$ cat config.mk
export PLATFORM = sky130hd
export DESIGN_NAME = pcie_trans
export DESIGN_NICKNAME = d
export VERILOG_FILES = /design/src/logic/pcie_trans_pkg.sv /design/src/logic/pcie_trans.sv /design/src/logic/trans_control.sv /design/src/logic/dest_demux.sv /design/src/logic/vc_arbiter.sv /design/src/logic/vc_router.sv /design/src/logic/pcie_fifo.sv
export SDC_FILE = /design/constraint.sdc
export NUM_CORES = 1
export LEC_CHECK = 0
export BUFFER_PORTS_ARGS = -buffer_cell sky130_fd_sc_hd__buf_2
export CAP_MARGIN = 20
export CORE_MARGIN = 2
export CORE_UTILIZATION = 40
export CTS_CLUSTER_SIZE = 25
export DETAILED_ROUTE_END_ITERATION = 16
export GPL_ROUTABILITY_DRIVEN = 0
export PLACE_DENSITY = 0.62
export SLEW_MARGIN = 20
export SYNTH_ARGS = -nofsm -noshare
export SYNTH_HDL_FRONTEND = slang
export SYNTH_SLANG_ARGS = --single-unit
$ cat constraint.sdc
create_clock -name clk -period 4.65 [get_ports clk]
set_clock_uncertainty 0.1 [all_clocks]
set_input_delay 0 -clock clk [delete_from_list [all_inputs] [get_ports clk]]
set_output_delay 0 -clock clk [all_outputs]
set_load 0.03 [all_outputs]
$ cat src/logic/pcie_trans_pkg.sv
//======================================
// Shared types and constants for the
// PCIe transaction switch
//======================================
package pcie_trans_pkg;

	// Word layout
	localparam int WORD_W   = 6;
	// Virtual channel select
	localparam int VC_BIT   = 5;
	// Destination select
	localparam int DEST_BIT = 4;

	// FIFO depths
	localparam int MF_DEPTH = 4;
	localparam int VC_DEPTH = 16;
	localparam int D_DEPTH  = 4;

	// Main, VC0, VC1, D0, D1
	localparam int NUM_FIFOS = 5;

	// Thresholds loaded on reset
	localparam int DEF_THRESH_MF = 1;
	localparam int DEF_THRESH_VC = 4;
	localparam int DEF_THRESH_D  = 1;

	typedef logic [WORD_W-1:0] word_t;

	// Main FIFO threshold
	typedef logic [1:0] thresh_mf_t;
	// Shared by both VC FIFOs
	typedef logic [3:0] thresh_vc_t;
	// Shared by both destination FIFOs
	typedef logic [1:0] thresh_d_t;

	typedef enum logic [2:0] {
		RESET,
		INIT,
		IDLE,
		ACTIVE,
		ERROR
	} ctrl_state_t;

endpackage
$ cat src/logic/pcie_trans.sv
`timescale 1ns/100ps
//======================================
// PCIe switch transaction layer top
//======================================
module pcie_trans import pcie_trans_pkg::*; (
	input  logic       clk,
	input  logic       reset_L,
	input  logic       init,
	input  thresh_mf_t init_thresh_mf,
	input  thresh_vc_t init_thresh_vc,
	input  thresh_d_t  init_thresh_d,
	input  logic       push,
	input  word_t      data_in,
	input  logic       pop0,
	input  logic       pop1,
	output word_t      data_out0,
	output word_t      data_out1,
	output logic       valid_out0,
	output logic       valid_out1,
	output logic       pause_mf,
	output logic       active_out,
	output logic       idle_out,
	output logic       error_out
);

	// Main FIFO to router
	word_t mf_data;
	logic  mf_valid;
	logic  pop_mf;

	// Router to VC FIFOs
	word_t vc_data;
	logic  push_vc0;
	logic  push_vc1;
	logic  pause_vc0;
	logic  pause_vc1;

	// VC FIFOs to arbiter
	word_t data_vc0;
	word_t data_vc1;
	logic  valid_vc0;
	logic  valid_vc1;
	logic  pop_vc0;
	logic  pop_vc1;

	// Arbiter to demux and destinations
	word_t arb_data;
	logic  arb_valid;
	word_t dest_data;
	logic  push_d0;
	logic  push_d1;
	logic  pause_d0;
	logic  pause_d1;

	// Status toward control, bit 4 main down to bit 0 D1
	logic [NUM_FIFOS-1:0] fifo_error;
	logic [NUM_FIFOS-1:0] fifo_empty;
	thresh_mf_t           thresh_mf;
	thresh_vc_t           thresh_vc;
	thresh_d_t            thresh_d;

	pcie_fifo #(.DEPTH(MF_DEPTH), .THRESH_W($bits(thresh_mf_t))) main_fifo (
		.clk(clk), .reset_L(reset_L), .push(push), .pop(pop_mf),
		.data_in(data_in), .thresh(thresh_mf),
		.data_out(mf_data), .valid_out(mf_valid), .almost_empty(),
		.pause(pause_mf), .empty(fifo_empty[4]), .full(), .error(fifo_error[4])
	);

	vc_router u_vc_router (
		.clk(clk), .reset_L(reset_L), .mf_empty(fifo_empty[4]),
		.pause_vc0(pause_vc0), .pause_vc1(pause_vc1),
		.mf_valid(mf_valid), .mf_data(mf_data), .pop_mf(pop_mf),
		.push_vc0(push_vc0), .push_vc1(push_vc1), .vc_data(vc_data)
	);

	// VC FIFOs share the data bus, the push selects
	pcie_fifo #(.DEPTH(VC_DEPTH), .THRESH_W($bits(thresh_vc_t))) vc0_fifo (
		.clk(clk), .reset_L(reset_L), .push(push_vc0), .pop(pop_vc0),
		.data_in(vc_data), .thresh(thresh_vc),
		.data_out(data_vc0), .valid_out(valid_vc0), .almost_empty(),
		.pause(pause_vc0), .empty(fifo_empty[3]), .full(), .error(fifo_error[3])
	);

	pcie_fifo #(.DEPTH(VC_DEPTH), .THRESH_W($bits(thresh_vc_t))) vc1_fifo (
		.clk(clk), .reset_L(reset_L), .push(push_vc1), .pop(pop_vc1),
		.data_in(vc_data), .thresh(thresh_vc),
		.data_out(data_vc1), .valid_out(valid_vc1), .almost_empty(),
		.pause(pause_vc1), .empty(fifo_empty[2]), .full(), .error(fifo_error[2])
	);

	vc_arbiter u_vc_arbiter (
		.clk(clk), .reset_L(reset_L),
		.empty_vc0(fifo_empty[3]), .empty_vc1(fifo_empty[2]),
		.pause_d0(pause_d0), .pause_d1(pause_d1),
		.valid_vc0(valid_vc0), .valid_vc1(valid_vc1),
		.data_vc0(data_vc0), .data_vc1(data_vc1),
		.pop_vc0(pop_vc0), .pop_vc1(pop_vc1),
		.arb_valid(arb_valid), .arb_data(arb_data)
	);

	dest_demux u_dest_demux (
		.clk(clk), .reset_L(reset_L), .arb_valid(arb_valid), .arb_data(arb_data),
		.push_d0(push_d0), .push_d1(push_d1), .dest_data(dest_data)
	);

	// Destination FIFOs drained by the external pops
	pcie_fifo #(.DEPTH(D_DEPTH), .THRESH_W($bits(thresh_d_t))) d0_fifo (
		.clk(clk), .reset_L(reset_L), .push(push_d0), .pop(pop0),
		.data_in(dest_data), .thresh(thresh_d),
		.data_out(data_out0), .valid_out(valid_out0), .almost_empty(),
		.pause(pause_d0), .empty(fifo_empty[1]), .full(), .error(fifo_error[1])
	);

	pcie_fifo #(.DEPTH(D_DEPTH), .THRESH_W($bits(thresh_d_t))) d1_fifo (
		.clk(clk), .reset_L(reset_L), .push(push_d1), .pop(pop1),
		.data_in(dest_data), .thresh(thresh_d),
		.data_out(data_out1), .valid_out(valid_out1), .almost_empty(),
		.pause(pause_d1), .empty(fifo_empty[0]), .full(), .error(fifo_error[0])
	);

	trans_control u_trans_control (
		.clk(clk), .reset_L(reset_L), .init(init),
		.init_thresh_mf(init_thresh_mf), .init_thresh_vc(init_thresh_vc),
		.init_thresh_d(init_thresh_d),
		.fifo_error(fifo_error), .fifo_empty(fifo_empty),
		.thresh_mf(thresh_mf), .thresh_vc(thresh_vc), .thresh_d(thresh_d),
		.active_out(active_out), .idle_out(idle_out), .error_out(error_out)
	);

endmodule

$ cat src/logic/trans_control.sv
`timescale 1ns/100ps
//======================================
// Control FSM, threshold registers and
// system status flags
//======================================
module trans_control import pcie_trans_pkg::*; (
	input  logic                 clk,
	input  logic                 reset_L,
	input  logic                 init,
	input  thresh_mf_t           init_thresh_mf,
	input  thresh_vc_t           init_thresh_vc,
	input  thresh_d_t            init_thresh_d,
	input  logic [NUM_FIFOS-1:0] fifo_error,
	input  logic [NUM_FIFOS-1:0] fifo_empty,
	output thresh_mf_t           thresh_mf,
	output thresh_vc_t           thresh_vc,
	output thresh_d_t            thresh_d,
	output logic                 active_out,
	output logic                 idle_out,
	output logic                 error_out
);

	ctrl_state_t state;
	ctrl_state_t state_next;
	logic        any_error;
	logic        all_empty;

	// Bit 4 main, 3..2 VCs, 1..0 destinations
	assign any_error = |fifo_error;
	assign all_empty = &fifo_empty;

	always_comb begin
		state_next = state;
		case (state)
			// Leave on the first cycle out of reset
			RESET: begin
				state_next = init ? INIT : IDLE;
			end
			// Only reset gets out of here
			ERROR: begin
				state_next = ERROR;
			end
			// INIT, IDLE and ACTIVE share one priority order
			default: begin
				if (any_error) begin
					state_next = ERROR;
				end else if (init) begin
					state_next = INIT;
				end else if (all_empty) begin
					state_next = IDLE;
				end else begin
					state_next = ACTIVE;
				end
			end
		endcase
	end

	always_ff @(posedge clk) begin
		if (reset_L) begin
			state      <= RESET;
			thresh_mf  <= thresh_mf_t'(DEF_THRESH_MF);
			thresh_vc  <= thresh_vc_t'(DEF_THRESH_VC);
			thresh_d   <= thresh_d_t'(DEF_THRESH_D);
			active_out <= 1'b0;
			idle_out   <= 1'b0;
			error_out  <= 1'b0;
		end else begin
			state <= state_next;
			// Threshold load window
			if (state == INIT) begin
				thresh_mf <= init_thresh_mf;
				thresh_vc <= init_thresh_vc;
				thresh_d  <= init_thresh_d;
			end
			// Registered state decodes
			active_out <= (state == ACTIVE);
			idle_out   <= (state == IDLE);
			error_out  <= (state == ERROR);
		end
	end

endmodule

$ cat src/logic/dest_demux.sv
`timescale 1ns/100ps
//======================================
// Destination demux, one register stage
//======================================
module dest_demux import pcie_trans_pkg::*; (
	input  logic  clk,
	input  logic  reset_L,
	input  logic  arb_valid,
	input  word_t arb_data,
	output logic  push_d0,
	output logic  push_d1,
	output word_t dest_data
);

	// Payload register, loaded with each arbitrated word
	always_ff @(posedge clk) begin
		if (arb_valid) begin
			dest_data <= arb_data;
		end
	end

	// Bit 4 picks the destination
	// Strobes last exactly one cycle per word
	always_ff @(posedge clk) begin
		if (reset_L) begin
			push_d0 <= 1'b0;
			push_d1 <= 1'b0;
		end else begin
			push_d0 <= arb_valid && !arb_data[DEST_BIT];
			push_d1 <= arb_valid && arb_data[DEST_BIT];
		end
	end

endmodule

$ cat src/logic/vc_arbiter.sv
`timescale 1ns/100ps
//======================================
// Fixed priority VC arbiter, VC0 first
//======================================
module vc_arbiter import pcie_trans_pkg::*; (
	input  logic  clk,
	input  logic  reset_L,
	input  logic  empty_vc0,
	input  logic  empty_vc1,
	input  logic  pause_d0,
	input  logic  pause_d1,
	input  logic  valid_vc0,
	input  logic  valid_vc1,
	input  word_t data_vc0,
	input  word_t data_vc1,
	output logic  pop_vc0,
	output logic  pop_vc1,
	output logic  arb_valid,
	output word_t arb_data
);

	logic       pause_q;
	// Pops issued two and three cycles back
	logic [1:0] pop_hist;
	logic       pop_busy;
	logic       pop0_next;
	logic       pop1_next;

	// Combined destination pause, sampled every cycle
	always_ff @(posedge clk) begin
		if (reset_L) begin
			pause_q <= 1'b0;
		end else begin
			pause_q <= pause_d0 || pause_d1;
		end
	end

	// Words still in the pipe are not yet in the destination counts
	// Spacing the pops keeps them within the room above the pause level
	assign pop_busy = pop_vc0 || pop_vc1 || (|pop_hist);

	// VC0 wins whenever it holds data
	assign pop0_next = !pause_q && !pop_busy && !empty_vc0;
	assign pop1_next = !pause_q && !pop_busy && empty_vc0 && !empty_vc1;

	// Pop strobes one cycle after the decision
	always_ff @(posedge clk) begin
		if (reset_L) begin
			pop_vc0  <= 1'b0;
			pop_vc1  <= 1'b0;
			pop_hist <= '0;
		end else begin
			pop_vc0  <= pop0_next;
			pop_vc1  <= pop1_next;
			pop_hist <= {pop_hist[0], pop_vc0 || pop_vc1};
		end
	end

	// At most one VC returns data in a cycle
	assign arb_valid = valid_vc0 || valid_vc1;
	assign arb_data  = valid_vc0 ? data_vc0 : data_vc1;

endmodule

$ cat src/logic/vc_router.sv
`timescale 1ns/100ps
//======================================
// Main FIFO drain and VC steering
//======================================
module vc_router import pcie_trans_pkg::*; (
	input  logic  clk,
	input  logic  reset_L,
	input  logic  mf_empty,
	input  logic  pause_vc0,
	input  logic  pause_vc1,
	input  logic  mf_valid,
	input  word_t mf_data,
	output logic  pop_mf,
	output logic  push_vc0,
	output logic  push_vc1,
	output word_t vc_data
);

	// Purely combinational stage

	// Drain main FIFO while both VCs have room
	// Either VC pause holds everything back
	assign pop_mf = !mf_empty && !pause_vc0 && !pause_vc1;

	// Bit 5 picks the channel
	assign push_vc0 = mf_valid && !mf_data[VC_BIT];
	assign push_vc1 = mf_valid && mf_data[VC_BIT];

	// Same word to both VC FIFOs, the push decides
	assign vc_data = mf_data;

endmodule

$ cat src/logic/pcie_fifo.sv
`timescale 1ns/100ps
//======================================
// Circular buffer FIFO with threshold
// pause, almost-empty and overflow flags
//======================================
module pcie_fifo import pcie_trans_pkg::*; #(
	parameter int DEPTH    = MF_DEPTH,
	parameter int THRESH_W = $bits(thresh_mf_t)
) (
	input  logic                clk,
	input  logic                reset_L,
	input  logic                push,
	input  logic                pop,
	input  word_t               data_in,
	input  logic [THRESH_W-1:0] thresh,
	output word_t               data_out,
	output logic                valid_out,
	output logic                almost_empty,
	output logic                pause,
	output logic                empty,
	output logic                full,
	output logic                error
);

	localparam int PTR_W = (DEPTH > 1) ? $clog2(DEPTH) : 1;
	// One extra bit so a full count fits
	localparam int CNT_W = $clog2(DEPTH + 1);

	word_t            mem [DEPTH];
	logic [PTR_W-1:0] wr_ptr;
	logic [PTR_W-1:0] rd_ptr;
	logic [CNT_W-1:0] count;
	logic [CNT_W-1:0] pause_level;
	logic             do_push;
	logic             do_pop;
	logic             overflow;

	// Pointer advance with wrap at DEPTH
	function automatic logic [PTR_W-1:0] next_ptr(input logic [PTR_W-1:0] ptr);
		if (ptr == PTR_W'(DEPTH - 1)) begin
			return '0;
		end
		return ptr + 1'b1;
	endfunction

	// Pop on empty is ignored
	assign do_pop   = pop && !empty;
	// A full FIFO still takes a word when one leaves in the same cycle
	assign do_push  = push && (!full || do_pop);
	// Rejected push means the word is lost
	assign overflow = push && !do_push;

	// Storage
	always_ff @(posedge clk) begin
		if (do_push) begin
			mem[wr_ptr] <= data_in;
		end
	end

	// Read data lands one cycle after pop
	always_ff @(posedge clk) begin
		if (do_pop) begin
			data_out <= mem[rd_ptr];
		end
	end

	always_ff @(posedge clk) begin
		if (reset_L) begin
			wr_ptr    <= '0;
			rd_ptr    <= '0;
			count     <= '0;
			valid_out <= 1'b0;
			error     <= 1'b0;
		end else begin
			valid_out <= do_pop;
			if (do_push) begin
				wr_ptr <= next_ptr(wr_ptr);
			end
			if (do_pop) begin
				rd_ptr <= next_ptr(rd_ptr);
			end
			// Occupancy tracks net flow
			case ({do_push, do_pop})
				2'b10:   count <= count + 1'b1;
				2'b01:   count <= count - 1'b1;
				default: count <= count;
			endcase
			// Sticky until reset
			if (overflow) begin
				error <= 1'b1;
			end
		end
	end

	// Pause once free space drops to the threshold
	assign pause_level  = CNT_W'(DEPTH) - CNT_W'(thresh);
	assign pause        = (count >= pause_level);
	assign almost_empty = (count <= CNT_W'(thresh));
	assign empty        = (count == '0);
	assign full         = (count == CNT_W'(DEPTH));

endmodule

# == After elaboration in Yosys (flattened, before gate mapping) ==
# Memories as Yosys holds them, arrays and structs flattened. A register that Yosys moved wholly into a read port is not among the register bits.
# Index checks and enable logic that the tools add are counted.
# totals
reg_bits,84
mem_count,5
ramBits,264
# op_classes
n_eq_ne,29
n_lt_le_gt_ge,5
n_reduce_logical,69
muxes,71
n_addsub,23
# memory_table
memory,words,word_bits,read_ports,rd_ports_with_merged_regs,wr,line,text
vc0_fifo.mem,16,6,1,1,1,pcie_fifo.sv:29,word_t mem [DEPTH];
vc1_fifo.mem,16,6,1,1,1,pcie_fifo.sv:29,
d0_fifo.mem,4,6,1,1,1,pcie_fifo.sv:29,
d1_fifo.mem,4,6,1,1,1,pcie_fifo.sv:29,
main_fifo.mem,4,6,1,1,1,pcie_fifo.sv:29,
# op_table
cell,count
1-bit 2-to-1 mux,41
4-bit 2-to-1 mux,8
2-bit 2-to-1 mux,13
1-bit logical AND,25
3-bit case mux with 2 select lines,4
"2-bit == test, second input constant",11
1-bit zero test,21
5-bit case mux with 2 select lines,2
"4-bit by 1-bit adder with 4-bit output, second input constant",4
"4-bit == test, second input constant",4
"2-bit by 1-bit adder with 2-bit output, second input constant",6
"3-bit == test, second input constant",4
3-bit zero test,4
"5-bit by 1-bit adder with 5-bit output, second input constant",2
"2-bit by 1-bit == test with 1-bit output, second input constant",5
"5-bit == test, second input constant",2
5-bit >= comparator,2
5-bit zero test,2
2-bit nonzero test,5
"5-bit by 1-bit subtractor with 5-bit output, second input constant",2
"3-bit by 1-bit adder with 3-bit output, second input constant",3
3-bit >= comparator,3
1-bit logical OR,9
"3-bit by 1-bit subtractor with 3-bit output, second input constant",3
other kinds (9),12

# == Logic depth before layout (Yosys ltp) ==
# Gate-level depths: netlist of run 1.
# depth
ltp_word,11
mapped_depth,15
mapped_depth_nobuf,14

# == Modules after synthesis ==
# Synthesis of run 1 repeated with hierarchy kept, for this count alone.
# hier_totals
cells_unflattened,1102
area_unflattened_um2,16482.1
# by_module_without_submodules
mod,cells_each,instances,seq_area_each_um2,area_per_inst_um2
pcie_fifo (vc0_fifo ...),329,2,3363.2,5098.6
pcie_fifo (d0_fifo ...),118,2,1081.0,1732.9
pcie_fifo (d1_fifo),119,1,1081.0,1751.7
trans_control,48,1,280.3,524.3
dest_demux,10,1,220.2,241.5
vc_arbiter,22,1,100.1,235.2
vc_router,9,1,0.0,66.3

# == Worst setup path before layout of run 1 ==
# No wires, ideal clock.
# synth_timing
kind,register to register
startpoint,register u_trans_control.thresh_vc[0]
endpoint,register main_fifo.count[1]
path_stages_with_launch,13
path_slack_ns,1.078
setup_ns,0.095
synth_period_minus_slack_ns,3.572
arrival_ns,3.377
cell_sequence,dfxtp_1 -> inv_1 -> ha_1 -> or3b_2 -> ha_1 -> a22o_1 -> a21oi_1 -> o211ai_4 -> buf_6 -> or2_2 -> fa_1 -> or4_1 -> o311ai_1
# synth_between
elab_chain_len,10
word_cells_on_any_way,14
classes_between,add/sub: 1; order compare: 2; eq/ne: 2; mux: 1; reduce/logical: 8
# synth_rtl
element,line,text
from (decl),trans_control.sv:16,"output thresh_vc_t thresh_vc,"
from (signal assigned),trans_control.sv:62,thresh_vc <= thresh_vc_t'(DEF_THRESH_VC);
from (signal assigned),trans_control.sv:72,thresh_vc <= init_thresh_vc;
5-bit by 4-bit subtractor with 5-bit output (*),pcie_fifo.sv:96,assign pause_level = CNT_W'(DEPTH) - CNT_W'(thresh);
5-bit >= comparator,pcie_fifo.sv:97,assign pause = (count >= pause_level);
1-bit zero test,vc_router.sv:23,assign pop_mf = !mf_empty && !pause_vc0 && !pause_vc1;
1-bit logical AND,vc_router.sv:23,
1-bit logical AND (*),vc_router.sv:23,
1-bit logical AND (*),pcie_fifo.sv:47,assign do_pop = pop && !empty;
1-bit logical OR,pcie_fifo.sv:49,assign do_push = push && (!full || do_pop);
1-bit logical AND,pcie_fifo.sv:49,
2-bit by 1-bit == test with 1-bit output / 2-bit == test (equally long branches),pcie_fifo.sv:83,"case ({do_push, do_pop})"
3-bit case mux with 2 select lines / 2-bit nonzero test (equally long branches),--,
to (signal assigned),pcie_fifo.sv:84,2'b10: count <= count + 1'b1;
to (signal assigned),pcie_fifo.sv:85,2'b01: count <= count - 1'b1;
to (signal assigned),pcie_fifo.sv:86,default: count <= count;
to (decl),pcie_fifo.sv:32,logic [CNT_W-1:0] count;
# Every way passes the cells marked *; elsewhere a longest branch is shown, timed or not.
# A chain may end at the register's enable or synchronous reset.

# == Final worst setup path of run 1 ==
# Ends and elaborated chain as after synthesis.

==> metrics.yaml, run 1 <==
syn_nets: 1028
maxSlewViolCount: 0
ys_async_sr_fraction: 0
finalHoldViolCount: 0
grt_max_degree: 44
track_usage: 0.142
final_area_sq_um: 17800
h-tree-depth: 2
max_freq_mhz: 270
fill_cells: 3236
worst_slew_pin_slew_ns: 1.04
required_ns: 4.99
worst_hold_path_type: "input pin to flip-flop"
core_area_sq_um: 37800
yosys.cell_types.count: 53
viasPerCell: 5.02
gr-total-overflow: 0
row_count: 71
rsz0062_at_grt: "no"
grt_pass1_vias: 7944
clkTransAtPathRegs_ns: 0.06
ys_warn_count: 0
clk_path_buf_depth: 3
post_drt_wl_per_cell_um: 18.1
insertedDiodeCount: 0
drive_gt1_frac: 0.200
antenna_left: 0
drtPass1Iterations: 4
p_per_area_nw_per_um2: 501
synthesis.area_sq_um: 15400
maxCapViolations: 0
seq_area_frac_synth: 0.686
post-route-min-period_ns: 3.71
synthTopCellsByArea: "edfxtp_1, mux4_2, dfxtp_1, ha_1, nor2_1"
synth_edf_count: 300
syn2layout_area_growth_pct: 15.3
crit_path_max_fanout: 15
grt_pass1_wl_um: 44900
crit_type: "flip-flop to flip-flop"
leakagePower_nw: 5.97
cts_tree: "done"
finalSetupTns_ns: 0
synth_ff_type: "edfxtp_1"
synth.avg_cell_area_sq_um: 16.2
peakVddDrop_mv: 0.296
antenna_found_initial: 0
start_util: 0.407
boundaryPins: 38
synth_seq_cells: 378
status: "complete, no violations"
start_kind: "flip-flop"
placed_area_sq_um: 16100
synth_top_area_cell: "edfxtp_1"
wl_um: 28300
slew_headroom: 0.302
cp-end-kind: "flip-flop"
clk_latency_ns: 0.53
io_buffers: 37
cts-root-buf: "clkbuf_16"
fin_nets: 1100
setup_viol: 0
die_area_sq_um: 40100
cts_sinks: 378
drc: 0
drt-initial-drc-count: 602
period_share: 0.797
syn_inst: 951
place.detailed.hpwl_um: 18300
arrival_ns: 4.04
yosysTopAreaCellShare: 0.585
fp.dieW_um: 200
die_y_um: 200
vias: 7858
numCtsBuffers: 40
cells in the final DEF, fill, tap and decap left out, types with 6 or more instances in the layout:
cell	instances
clkbuf_1	9
nor2_1	100
nor2b_1	8
or4_1	6
xor2_1	11
mux2i_1	14
clkinv_2	7
nor3_1	22
ha_1	52
buf_2	37
clkbuf_16	41
a31oi_1	7
a21oi_1	38
nand2_1	36
dlygate4sd3_1	19
mux2_2	7
buf_4	10
edfxtp_1	300
nand2b_1	14
inv_1	52
o21ai_0	9
and2_1	13
dfxtp_1	75
xnor2_1	7
or3_1	9
mux4_2	78
metal layers:
| metal | global-route usage | part of all wire | up-vias |
|---|---|---|---|
| met5 | 0 | 0 | - |
| met2 | 0.233 | 0.48 | 122 |
| li1 | - | - | 3735 |
| met1 | 0.199 | 0.47 | 3963 |
| met3 | 0.0246 | 0.035 | 38 |
| met4 | 0.0349 | 0.016 | 0 |
where the power goes:
part           internal, mW  switching (mW)
combinational         0.523           0.739
sequential             4.12           0.256
clock                  1.98            1.27
state kept, by name (all words and copies together) (netlist names), 4 cells and up, named ones only:
name and count:
d0_fifo.data_out 6, d0_fifo.mem 24, d1_fifo.data_out 6, d1_fifo.mem 24
main_fifo.data_out 6, main_fifo.mem 24, u_dest_demux.dest_data 6, u_trans_control.thresh_vc 4
vc0_fifo.count 5, vc0_fifo.data_out 6, vc0_fifo.mem 96, vc0_fifo.rd_ptr 4
vc0_fifo.wr_ptr 4, vc1_fifo.count 5, vc1_fifo.data_out 6, vc1_fifo.mem 96
vc1_fifo.rd_ptr 4, vc1_fifo.wr_ptr 4
worst paths after layout:
| check | startpoint | to | slack [ns] | cells past startpoint |
|---|---|---|---|---|
| max | u_trans_control.thresh_vc[0] | main_fifo.count[1] | 0.94 | 11 |
| min | init | u_trans_control.state[1] | 0.09 | 3 |
| max reg2reg | u_trans_control.thresh_vc[0] | main_fifo.count[1] | 0.94 | 11 |
| min reg2reg | u_vc_arbiter.pop_hist[0] | u_vc_arbiter.pop_hist[1] | 0.37 | 1 |
per-stage QoR:
stage / std cells / utilization / power, mW / hold WS, ns / worst slack (ns)
2_1_floorplan: 951 / - / 5.25 / -0.0276 / 1.08
3_3_place_gp: 1468 / 0.427 / 5.63 / 0.104 / 1.03
3_5_place_dp: 1468 / 0.427 / 5.67 / 0.107 / 0.951
4_1_cts: 1561 / 0.468 / 8.94 / 0.0773 / 0.935
5_1_grt: 1566 / 0.469 / 9.30 / 0.115 / 0.743
6_report: 1566 / 0.469 / 8.90 / 0.0926 / 0.942
cells by family after synthesis:
family / synth area share
AO/OA/AOI/OAI: 0.0342
XOR/XNOR: 0.0102
flip-flops: 0.686
adder cells (fa/ha/maj): 0.0494
AND/OR/NAND/NOR: 0.0686
multiplexers: 0.128
buffers and inverters: 0.0236
cells in the mapped netlist, types with 2 or more instances:
| master | count |
|---|---|
| clkbuf_1 | 24 |
| fa_1 | 5 |
| buf_1 | 10 |
| ha_1 | 52 |
| xnor2_1 | 7 |
| or3_1 | 9 |
| buf_2 | 6 |
| mux2_2 | 7 |
| a311oi_1 | 2 |
| nor4_1 | 2 |
| a31oi_1 | 7 |
| o31ai_1 | 2 |
| and2_1 | 13 |
| nor3_1 | 22 |
| mux2i_1 | 14 |
| nor2_1 | 100 |
| nand2b_1 | 14 |
| o21ai_0 | 9 |
| nand2_1 | 36 |
| nor2b_1 | 8 |
| or2_2 | 2 |
| inv_1 | 52 |
| edfxtp_1 | 300 |
| a211o_1 | 3 |
| xor2_1 | 11 |
| dfxtp_1 | 78 |
| nor4b_1 | 3 |
| a21o_1 | 5 |
| a21oi_1 | 38 |
| or4_1 | 6 |
| a211oi_1 | 3 |
| a21boi_0 | 2 |
| mux4_2 | 78 |
| a22o_1 | 2 |
final cells by class:
cell class,instances,area (sq um),area share
inverters,52,195,0.0110
clock inverters,19,230,0.0130
well taps,511,639,0.0360
repair buffers,71,522,0.0294
clock buffers,55,1130,0.0635
multi-input cells,480,4480,0.252
flip-flops and latches,378,10600,0.595
worst max-delay path: stages (launching register included):
cell,delay (ns)
dfxtp_1,0.36
inv_1,0.07
ha_1,0.21
or3b_2,0.48
ha_1,0.31
a22o_1,0.23
a21oi_1,0.23
o211ai_4,0.22
or2_2,0.34
fa_1,0.45
or4_1,0.53
o311ai_1,0.08
what timing repair did:
item	4_1_cts	5_1_grt
setup endpoints to repair	0	0
buffers inserted	0	0
gates resized for setup	0	0
hold buffers	19	0
endpoints found under the hold margin	84	0
Note: power is estimated with default switching activity, not from simulation.
==> run 2, diff against run 1 <==
--- a/config.mk
+++ b/config.mk
@@ -5,6 +5,7 @@
 export SDC_FILE = /design/constraint.sdc
 export NUM_CORES = 1
 export LEC_CHECK = 0
+export ABC_AREA = 1
 export BUFFER_PORTS_ARGS = -buffer_cell sky130_fd_sc_hd__buf_2
 export CAP_MARGIN = 20
 export CORE_MARGIN = 2
@@ -12,7 +13,7 @@
 export CTS_CLUSTER_SIZE = 25
 export DETAILED_ROUTE_END_ITERATION = 16
 export GPL_ROUTABILITY_DRIVEN = 0
-export PLACE_DENSITY = 0.62
+export PLACE_DENSITY = 0.64
 export SLEW_MARGIN = 20
 export SYNTH_ARGS = -nofsm -noshare
 export SYNTH_HDL_FRONTEND = slang
==> constraint.sdc (replaced) <==
create_clock -name clk -period 3 [get_ports clk]
set_clock_uncertainty 0.1 [all_clocks]
set_input_delay 0 -clock clk [delete_from_list [all_inputs] [get_ports clk]]
set_output_delay 0 -clock clk [all_outputs]
set_load 0.03 [all_outputs]
==> run 2 against run 1 <==
Hold slack better by 0.013 ns. Fmax rose by 33%. Die area rose by 2.1%. Largest power group unchanged. Critical path type unchanged. Cell count up 26%. Synthesized area grew 2.2%. First-iteration DRC count grew 21%. Largest cell class unchanged. Global-route usage increased by 2.1 points.
==> metrics.yaml, run 2 <==
wl_um: 33300  # +18%
synthXorXnorAreaFrac: 0.00445  # -0.00578
post_drt_wl_per_cell_um: 16.8  # -7.0%
core_area_sq_um: 38700  # +2.4%
clk_path_buf_depth: 3  # unchanged
clk_latency_ns: 0.54  # about the same
synth.mux.area_fraction: 0.00636  # -0.122
cpMaxStageDelayCell: "dfxtp_1"
min_from: "init"
worst_slew_pin_slew_ns: 0.739  # -0.300 ns
io_buffers: 37  # unchanged
synthesis.area_sq_um: 15700  # +2.2%
vias: 10208  # +30%
holdWs_ns: 0.105  # +0.0127 ns
status: "complete, no violations"
die_area_sq_um: 41000  # +2.1%
yosysTopAreaCellShare: 0.572  # -0.0124
grt_pass1_wl_um: 53500  # +19%
crit_chain: "inv_2, ha_1, inv_1, ha_1, nand2_1, nand2_1, nor2_1, nand2_1, nand3_2, nand3_4, inv_6, nand2_4, fa_1, inv_1, nand4_1, a21oi_1, nor2_1"
slew_headroom: 0.507  # +0.205
gr-total-overflow: 0  # unchanged
numCtsBuffers: 40  # unchanged
largestRegisters: "vc0_fifo.mem (96), vc1_fifo.mem (96)"
synth_seq_cells: 378  # unchanged
grt_max_degree: 52  # +18%
drive_gt1_frac: 0.105  # -0.0945
period_share: 0.926  # +0.129
ys_top_cells_by_count: "edfxtp_1, nor2_1, o21ai_0, inv_1, nand2_1"
final_cell_mix: "edfxtp_1, nor2_1, o21ai_0"
synth_edf_count: 300  # unchanged
startpoint: "u_trans_control.thresh_vc[0]"
post-route-min-period_ns: 2.78  # -0.929 ns
max_freq_mhz: 360  # +33%
cts_tree: "done"
synthTopCellsByArea: "edfxtp_1, dfxtp_1, nor2_1, o21ai_0, ha_1"
critPathMostFrequentCell: "nand2_1"
fp.dieW_um: 202  # +1.1%
clkTransAtPathRegs_ns: 0.06  # about the same
grt_pass1_vias: 10187  # +28%
rsz0062_at_grt: "no"
finalSetupTns_ns: 0  # unchanged
syn2layout_area_growth_pct: 14.2
final_common_cell: "edfxtp_1"
antenna_left: 0  # unchanged
maxCapViolations: 0  # unchanged
yosys.cell_types.count: 44  # -17%
synth-simple-area-share: 0.119  # +0.0504
leakagePower_nw: 6.40  # +7.1%
cts_setup_buffers: 0  # unchanged
synth_top_area_cell: "edfxtp_1"
seq_area_frac_synth: 0.671  # -0.0146
cp_num_buf_inv: 4  # +3
start_kind: "flip-flop"
drc: 0  # unchanged
die_y_um: 202  # +1.1%
drt-initial-drc-count: 730  # +21%
crit_path_max_fanout: 10  # -5
drtPass1Iterations: 6  # +2
synth_fa_ha_area_frac: 0.0477  # -0.00169
viasPerCell: 5.16  # +2.8%
crit_family: "adder cells"
antenna_found_initial: 0  # unchanged
row_count: 72  # +1.4%
synth_ff_type: "edfxtp_1"
required_ns: 3.33  # -1.66 ns
fin_nets: 1507  # +37%
h-tree-depth: 2  # unchanged
peakVddDrop_mv: 0.397  # +34%
track_usage: 0.164  # +0.0215
synth.most_common_cell: "edfxtp_1"
insertedDiodeCount: 0  # unchanged
synth_compound_area_frac: 0.108  # +0.0736
arrival_ns: 3.11  # -0.93 ns
ys_warn_count: 0  # unchanged
setup_viol: 0  # unchanged
reg2reg_from: "u_trans_control.thresh_vc[0]"
boundaryPins: 38  # unchanged
synth.avg_cell_area_sq_um: 11.6  # -28%
cp-end-kind: "flip-flop"
place.detailed.hpwl_um: 21600  # +18%
syn_inst: 1356  # +43%
crit_type: "flip-flop to flip-flop"
cts-root-buf: "clkbuf_16"
r2r_slack_ns: 0.22  # -0.72 ns
syn_nets: 1433  # +39%
cts_sinks: 378  # unchanged
start_util: 0.407  # -0.000736
cpPeakStageDelay_ns: 0.38  # -0.15 ns
ys_async_sr_fraction: 0  # unchanged
synth_top_family_by_area: "simple AND/OR/NAND/NOR gates"
worst_hold_path_type: "input pin to flip-flop"
p_per_area_nw_per_um2: 818  # +63%
finalHoldViolCount: 0  # unchanged
maxSlewViolCount: 0  # unchanged
run 2: worst min-delay path, delay by kind of cell:
kind	cells	cell delay (ns)
buf+inv	2	0.64
simple gates	1	0.05
run 2: final cells by class:
cell class	count	area (sq um)
clock buffers	56	1080
well taps	518	648
clock inverters	16	123
inverters	133	507
flip-flops and latches	378	10600
repair buffers	78	548
multi-input cells	799	4500
fillers	3502	20800
run 2: report_power, final:
| group | total (mW) | leakage (nW) | internal (mW) | switching (mW) |
|---|---|---|---|---|
| Combinational | 3.28 | 2.47 | 0.972 | 2.31 |
| Clock | 4.57 | 0.581 | 2.61 | 1.96 |
| Sequential | 6.86 | 3.34 | 6.55 | 0.315 |
run 2: per-stage QoR:
stage                     setup slack (ns)   util  area (sq um)  instances  power, mW
final                                0.221  0.464         18000       1978       14.7
after global routing                0.0102  0.464         18000       1978       15.5
after CTS                            0.204  0.464         18000       1978       14.8
after detailed placement             0.208  0.427         16500       1884       10.2
after global placement               0.233  0.427         16500       1884       10.1
after floorplan                      0.436      -         15700       1356       9.10
run 2: per-layer routing:
metal  vias up  global-route usage  share of wire
met5         -                   0              0
met4         0              0.0545          0.025
met3        58              0.0243          0.053
met2       279               0.275           0.48
met1      4936               0.218           0.44
li1       4935                   -              -
run 2: path summary, 6_finish.rpt:
path | to | depth (start not counted)
min | u_trans_control.state[1] | 3
max | main_fifo.count[2] | 17
min reg2reg | u_vc_arbiter.pop_hist[1] | 2
max reg2reg | main_fifo.count[2] | 17
run 2: logic make-up after synthesis:
kind of cell | count (synthesis)
muxes | 10
adders and majority gates | 57
buffers and inverters | 179
AOI/OAI and AO/OA | 294
and+or+nand+nor | 430
xor gates and xnor gates | 8
DFF | 378
run 2: timing repair:
item | in CTS | in global routing
setup endpoints to repair | 0 | 2
gates resized for setup | 0 | 2
hold buffers | 22 | 0
hold endpoints to repair | 100 | 0
==> run 3, diff against run 2 <==
--- a/config.mk
+++ b/config.mk
@@ -13,7 +13,7 @@
 export CTS_CLUSTER_SIZE = 25
 export DETAILED_ROUTE_END_ITERATION = 16
 export GPL_ROUTABILITY_DRIVEN = 0
-export PLACE_DENSITY = 0.64
+export PLACE_DENSITY_LB_ADDON = 0.05
 export SLEW_MARGIN = 20
 export SYNTH_ARGS = -nofsm -noshare
 export SYNTH_HDL_FRONTEND = slang
==> run 3 against run 2 <==
Clock power increased by 14%. Sequential share of layout area decreased by 0.69 points. Critical path depth unchanged. Fmax increased by 0.99%. Worst setup slack improved by 0.027 ns. Via count decreased by 2.2%. Wire length increased by 5.2%. Largest power group unchanged. Sequential power about the same. Cell count increased by 0.30%.
==> metrics.yaml, run 3 (same netlist as run 2, synthesis figures left out) <==
post_cts_resized: 0  # unchanged
place.detailed.hpwl_um: 22900  # +6.0%
boundaryPins: 38  # unchanged
wl_um: 35000  # +5.2%
io_buffers: 37  # unchanged
drt-initial-drc-count: 633  # -13%
h-tree-depth: 2  # unchanged
grt_pass1_vias: 9818  # -3.6%
antenna_left: 0  # unchanged
cts-root-buf: "clkbuf_16"
required_ns: 3.36  # +0.03 ns
reg2reg_from: "u_trans_control.thresh_vc[0]"
endpoint: "main_fifo.count[2]"
r2r_slack_ns: 0.25  # +0.03 ns
row_count: 72  # unchanged
drc: 0  # unchanged
r2r_end: "main_fifo.count[2]"
insertedDiodeCount: 0  # unchanged
grt_pass1_wl_um: 55200  # +3.2%
leakagePower_nw: 6.50  # +1.6%
viasPerCell: 5.03  # -2.5%
die_area_sq_um: 41000  # unchanged
p_per_area_nw_per_um2: 844  # +3.2%
period_share: 0.917  # -0.00905
track_usage: 0.175  # +0.0107
drtPass1Iterations: 5  # -1
post_drt_wl_per_cell_um: 17.6  # +4.8%
grt_max_degree: 52  # unchanged
die_y_um: 202  # unchanged
arrival_ns: 3.11  # about the same
setup_slack_ns: 0.248  # +0.0272 ns
startpoint: "u_trans_control.thresh_vc[0]"
fp.dieW_um: 202  # unchanged
crit_type: "flip-flop to flip-flop"
numCtsBuffers: 43  # +7.5%
crit_path_max_fanout: 7  # -3
largestRegisters: "vc0_fifo.mem (96), vc1_fifo.mem (96)"
critPathMostFrequentCell: "nand2_1"
final_common_cell: "edfxtp_1"
core_area_sq_um: 38700  # unchanged
finalHoldViolCount: 0  # unchanged
worst_slew_pin_slew_ns: 1.11  # +0.366 ns
peakVddDrop_mv: 0.411  # +3.7%
clk_latency_ns: 0.57  # +0.03 ns
vias: 9986  # -2.2%
syn2layout_area_growth_pct: 15.5
max_freq_mhz: 363  # +0.99%
start_util: 0.407  # unchanged
cpMaxStageDelayCell: "dfxtp_1"
gr-total-overflow: 0  # unchanged
cp-end-kind: "flip-flop"
clkTransAtPathRegs_ns: 0.05  # about the same
cts_setup_buffers: 0  # unchanged
crit_chain: "inv_2, ha_1, inv_1, ha_1, nand2_1, nand2_1, nor2_1, nand2_1, nand3_2, nand3_4, inv_4, nand2_4, fa_1, inv_1, nand4_1, a21oi_1, nor2_1"
finalSetupTns_ns: 0  # unchanged
antenna_found_initial: 0  # unchanged
maxSlewViolCount: 0  # unchanged
ff2ff_path_depth: 17  # unchanged
clk_path_buf_depth: 3  # unchanged
status: "complete, no violations"
cts_tree: "done"
cpPeakStageDelay_ns: 0.39  # about the same
worst_hold_path_type: "input pin to flip-flop"
maxCapViolations: 0  # unchanged
fin_nets: 1510  # +0.20%
post-route-min-period_ns: 2.75  # -0.0272 ns
drive_gt1_frac: 0.110  # +0.00434
final_cell_mix: "edfxtp_1, nor2_1, o21ai_0"
rsz0062_at_grt: "no"
slew_headroom: 0.257  # -0.249
start_kind: "flip-flop"
cts_sinks: 378  # unchanged
place_ws_ns: 0.232  # +0.0242 ns
setup_viol: 0  # unchanged
run 3: cell count changes in the layout (fill, tap and decap cells not counted), moves of 2 or more:
cell	before	now
bufinv_16	1	5
clkbuf_1	14	9
clkbuf_16	40	43
clkinv_1	10	15
clkinv_2	5	3
run 3: report_power, final:
| group | internal [mW] | switching [mW] |
|---|---|---|
| registers | 6.55 | 0.344 |
| clock network | 3.14 | 2.08 |
| logic | 0.977 | 2.28 |
| total | 10.7 | 4.70 |
run 3: what timing repair did:
item                       4_1_cts  5_1_grt
setup endpoints to repair        0        0
hold buffers                    22        0
hold endpoints to repair       102        0
run 3: routing by layer:
| layer | part of all wire | global-route usage | up-vias |
|---|---|---|---|
| met5 | 0 | 0 | - |
| met4 | 0.023 | 0.0576 | 0 |
| met3 | 0.039 | 0.0272 | 57 |
| met2 | 0.47 | 0.286 | 180 |
| met1 | 0.47 | 0.238 | 4798 |
| li1 | - | - | 4951 |
run 3: cell type report:
class / count / area, sq um
clock buffer: 55 / 1140
multi-input combinational: 799 / 4490
clock inverter: 23 / 273
inverter: 133 / 504
tap: 518 / 648
timing repair buffer: 78 / 561
sequential: 378 / 10600
fill: 3561 / 20500
run 3: worst max-delay path: cells and delay by family, from the launching register on:
family	cells	cell delay (ns)
fa+ha+maj	3	0.92
simple gates	9	0.74
flops	1	0.39
buf+inv	4	0.36
compound gates	1	0.15
run 3: worst min-delay path by stage:
stage / startpoint / to / slack, ns / cells past startpoint
after floorplan: init / u_trans_control.state[1] / -0.03 / 1
after global placement: init / u_trans_control.state[1] / 0.1 / 2
after detailed placement: init / u_trans_control.state[1] / 0.09 / 2
after CTS: init / u_trans_control.state[1] / 0.02 / 3
after global routing: init / u_trans_control.state[1] / 0.05 / 3
final: init / u_trans_control.state[1] / 0.05 / 3
run 3: through the flow:
| step | std cells | utilization | hold slack [ns] | power, mW | cell area (sq um) |
|---|---|---|---|---|---|
| 2_1_floorplan | 1356 | - | -0.0276 | 9.10 | 15700 |
| 3_3_place_gp | 1884 | 0.427 | 0.0973 | 10.3 | 16600 |
| 3_5_place_dp | 1884 | 0.427 | 0.0938 | 10.3 | 16600 |
| 4_1_cts | 1984 | 0.470 | 0.0228 | 15.6 | 18200 |
| 5_1_grt | 1984 | 0.470 | 0.0510 | 16.2 | 18200 |
| 6_report | 1984 | 0.470 | 0.0543 | 15.4 | 18200 |
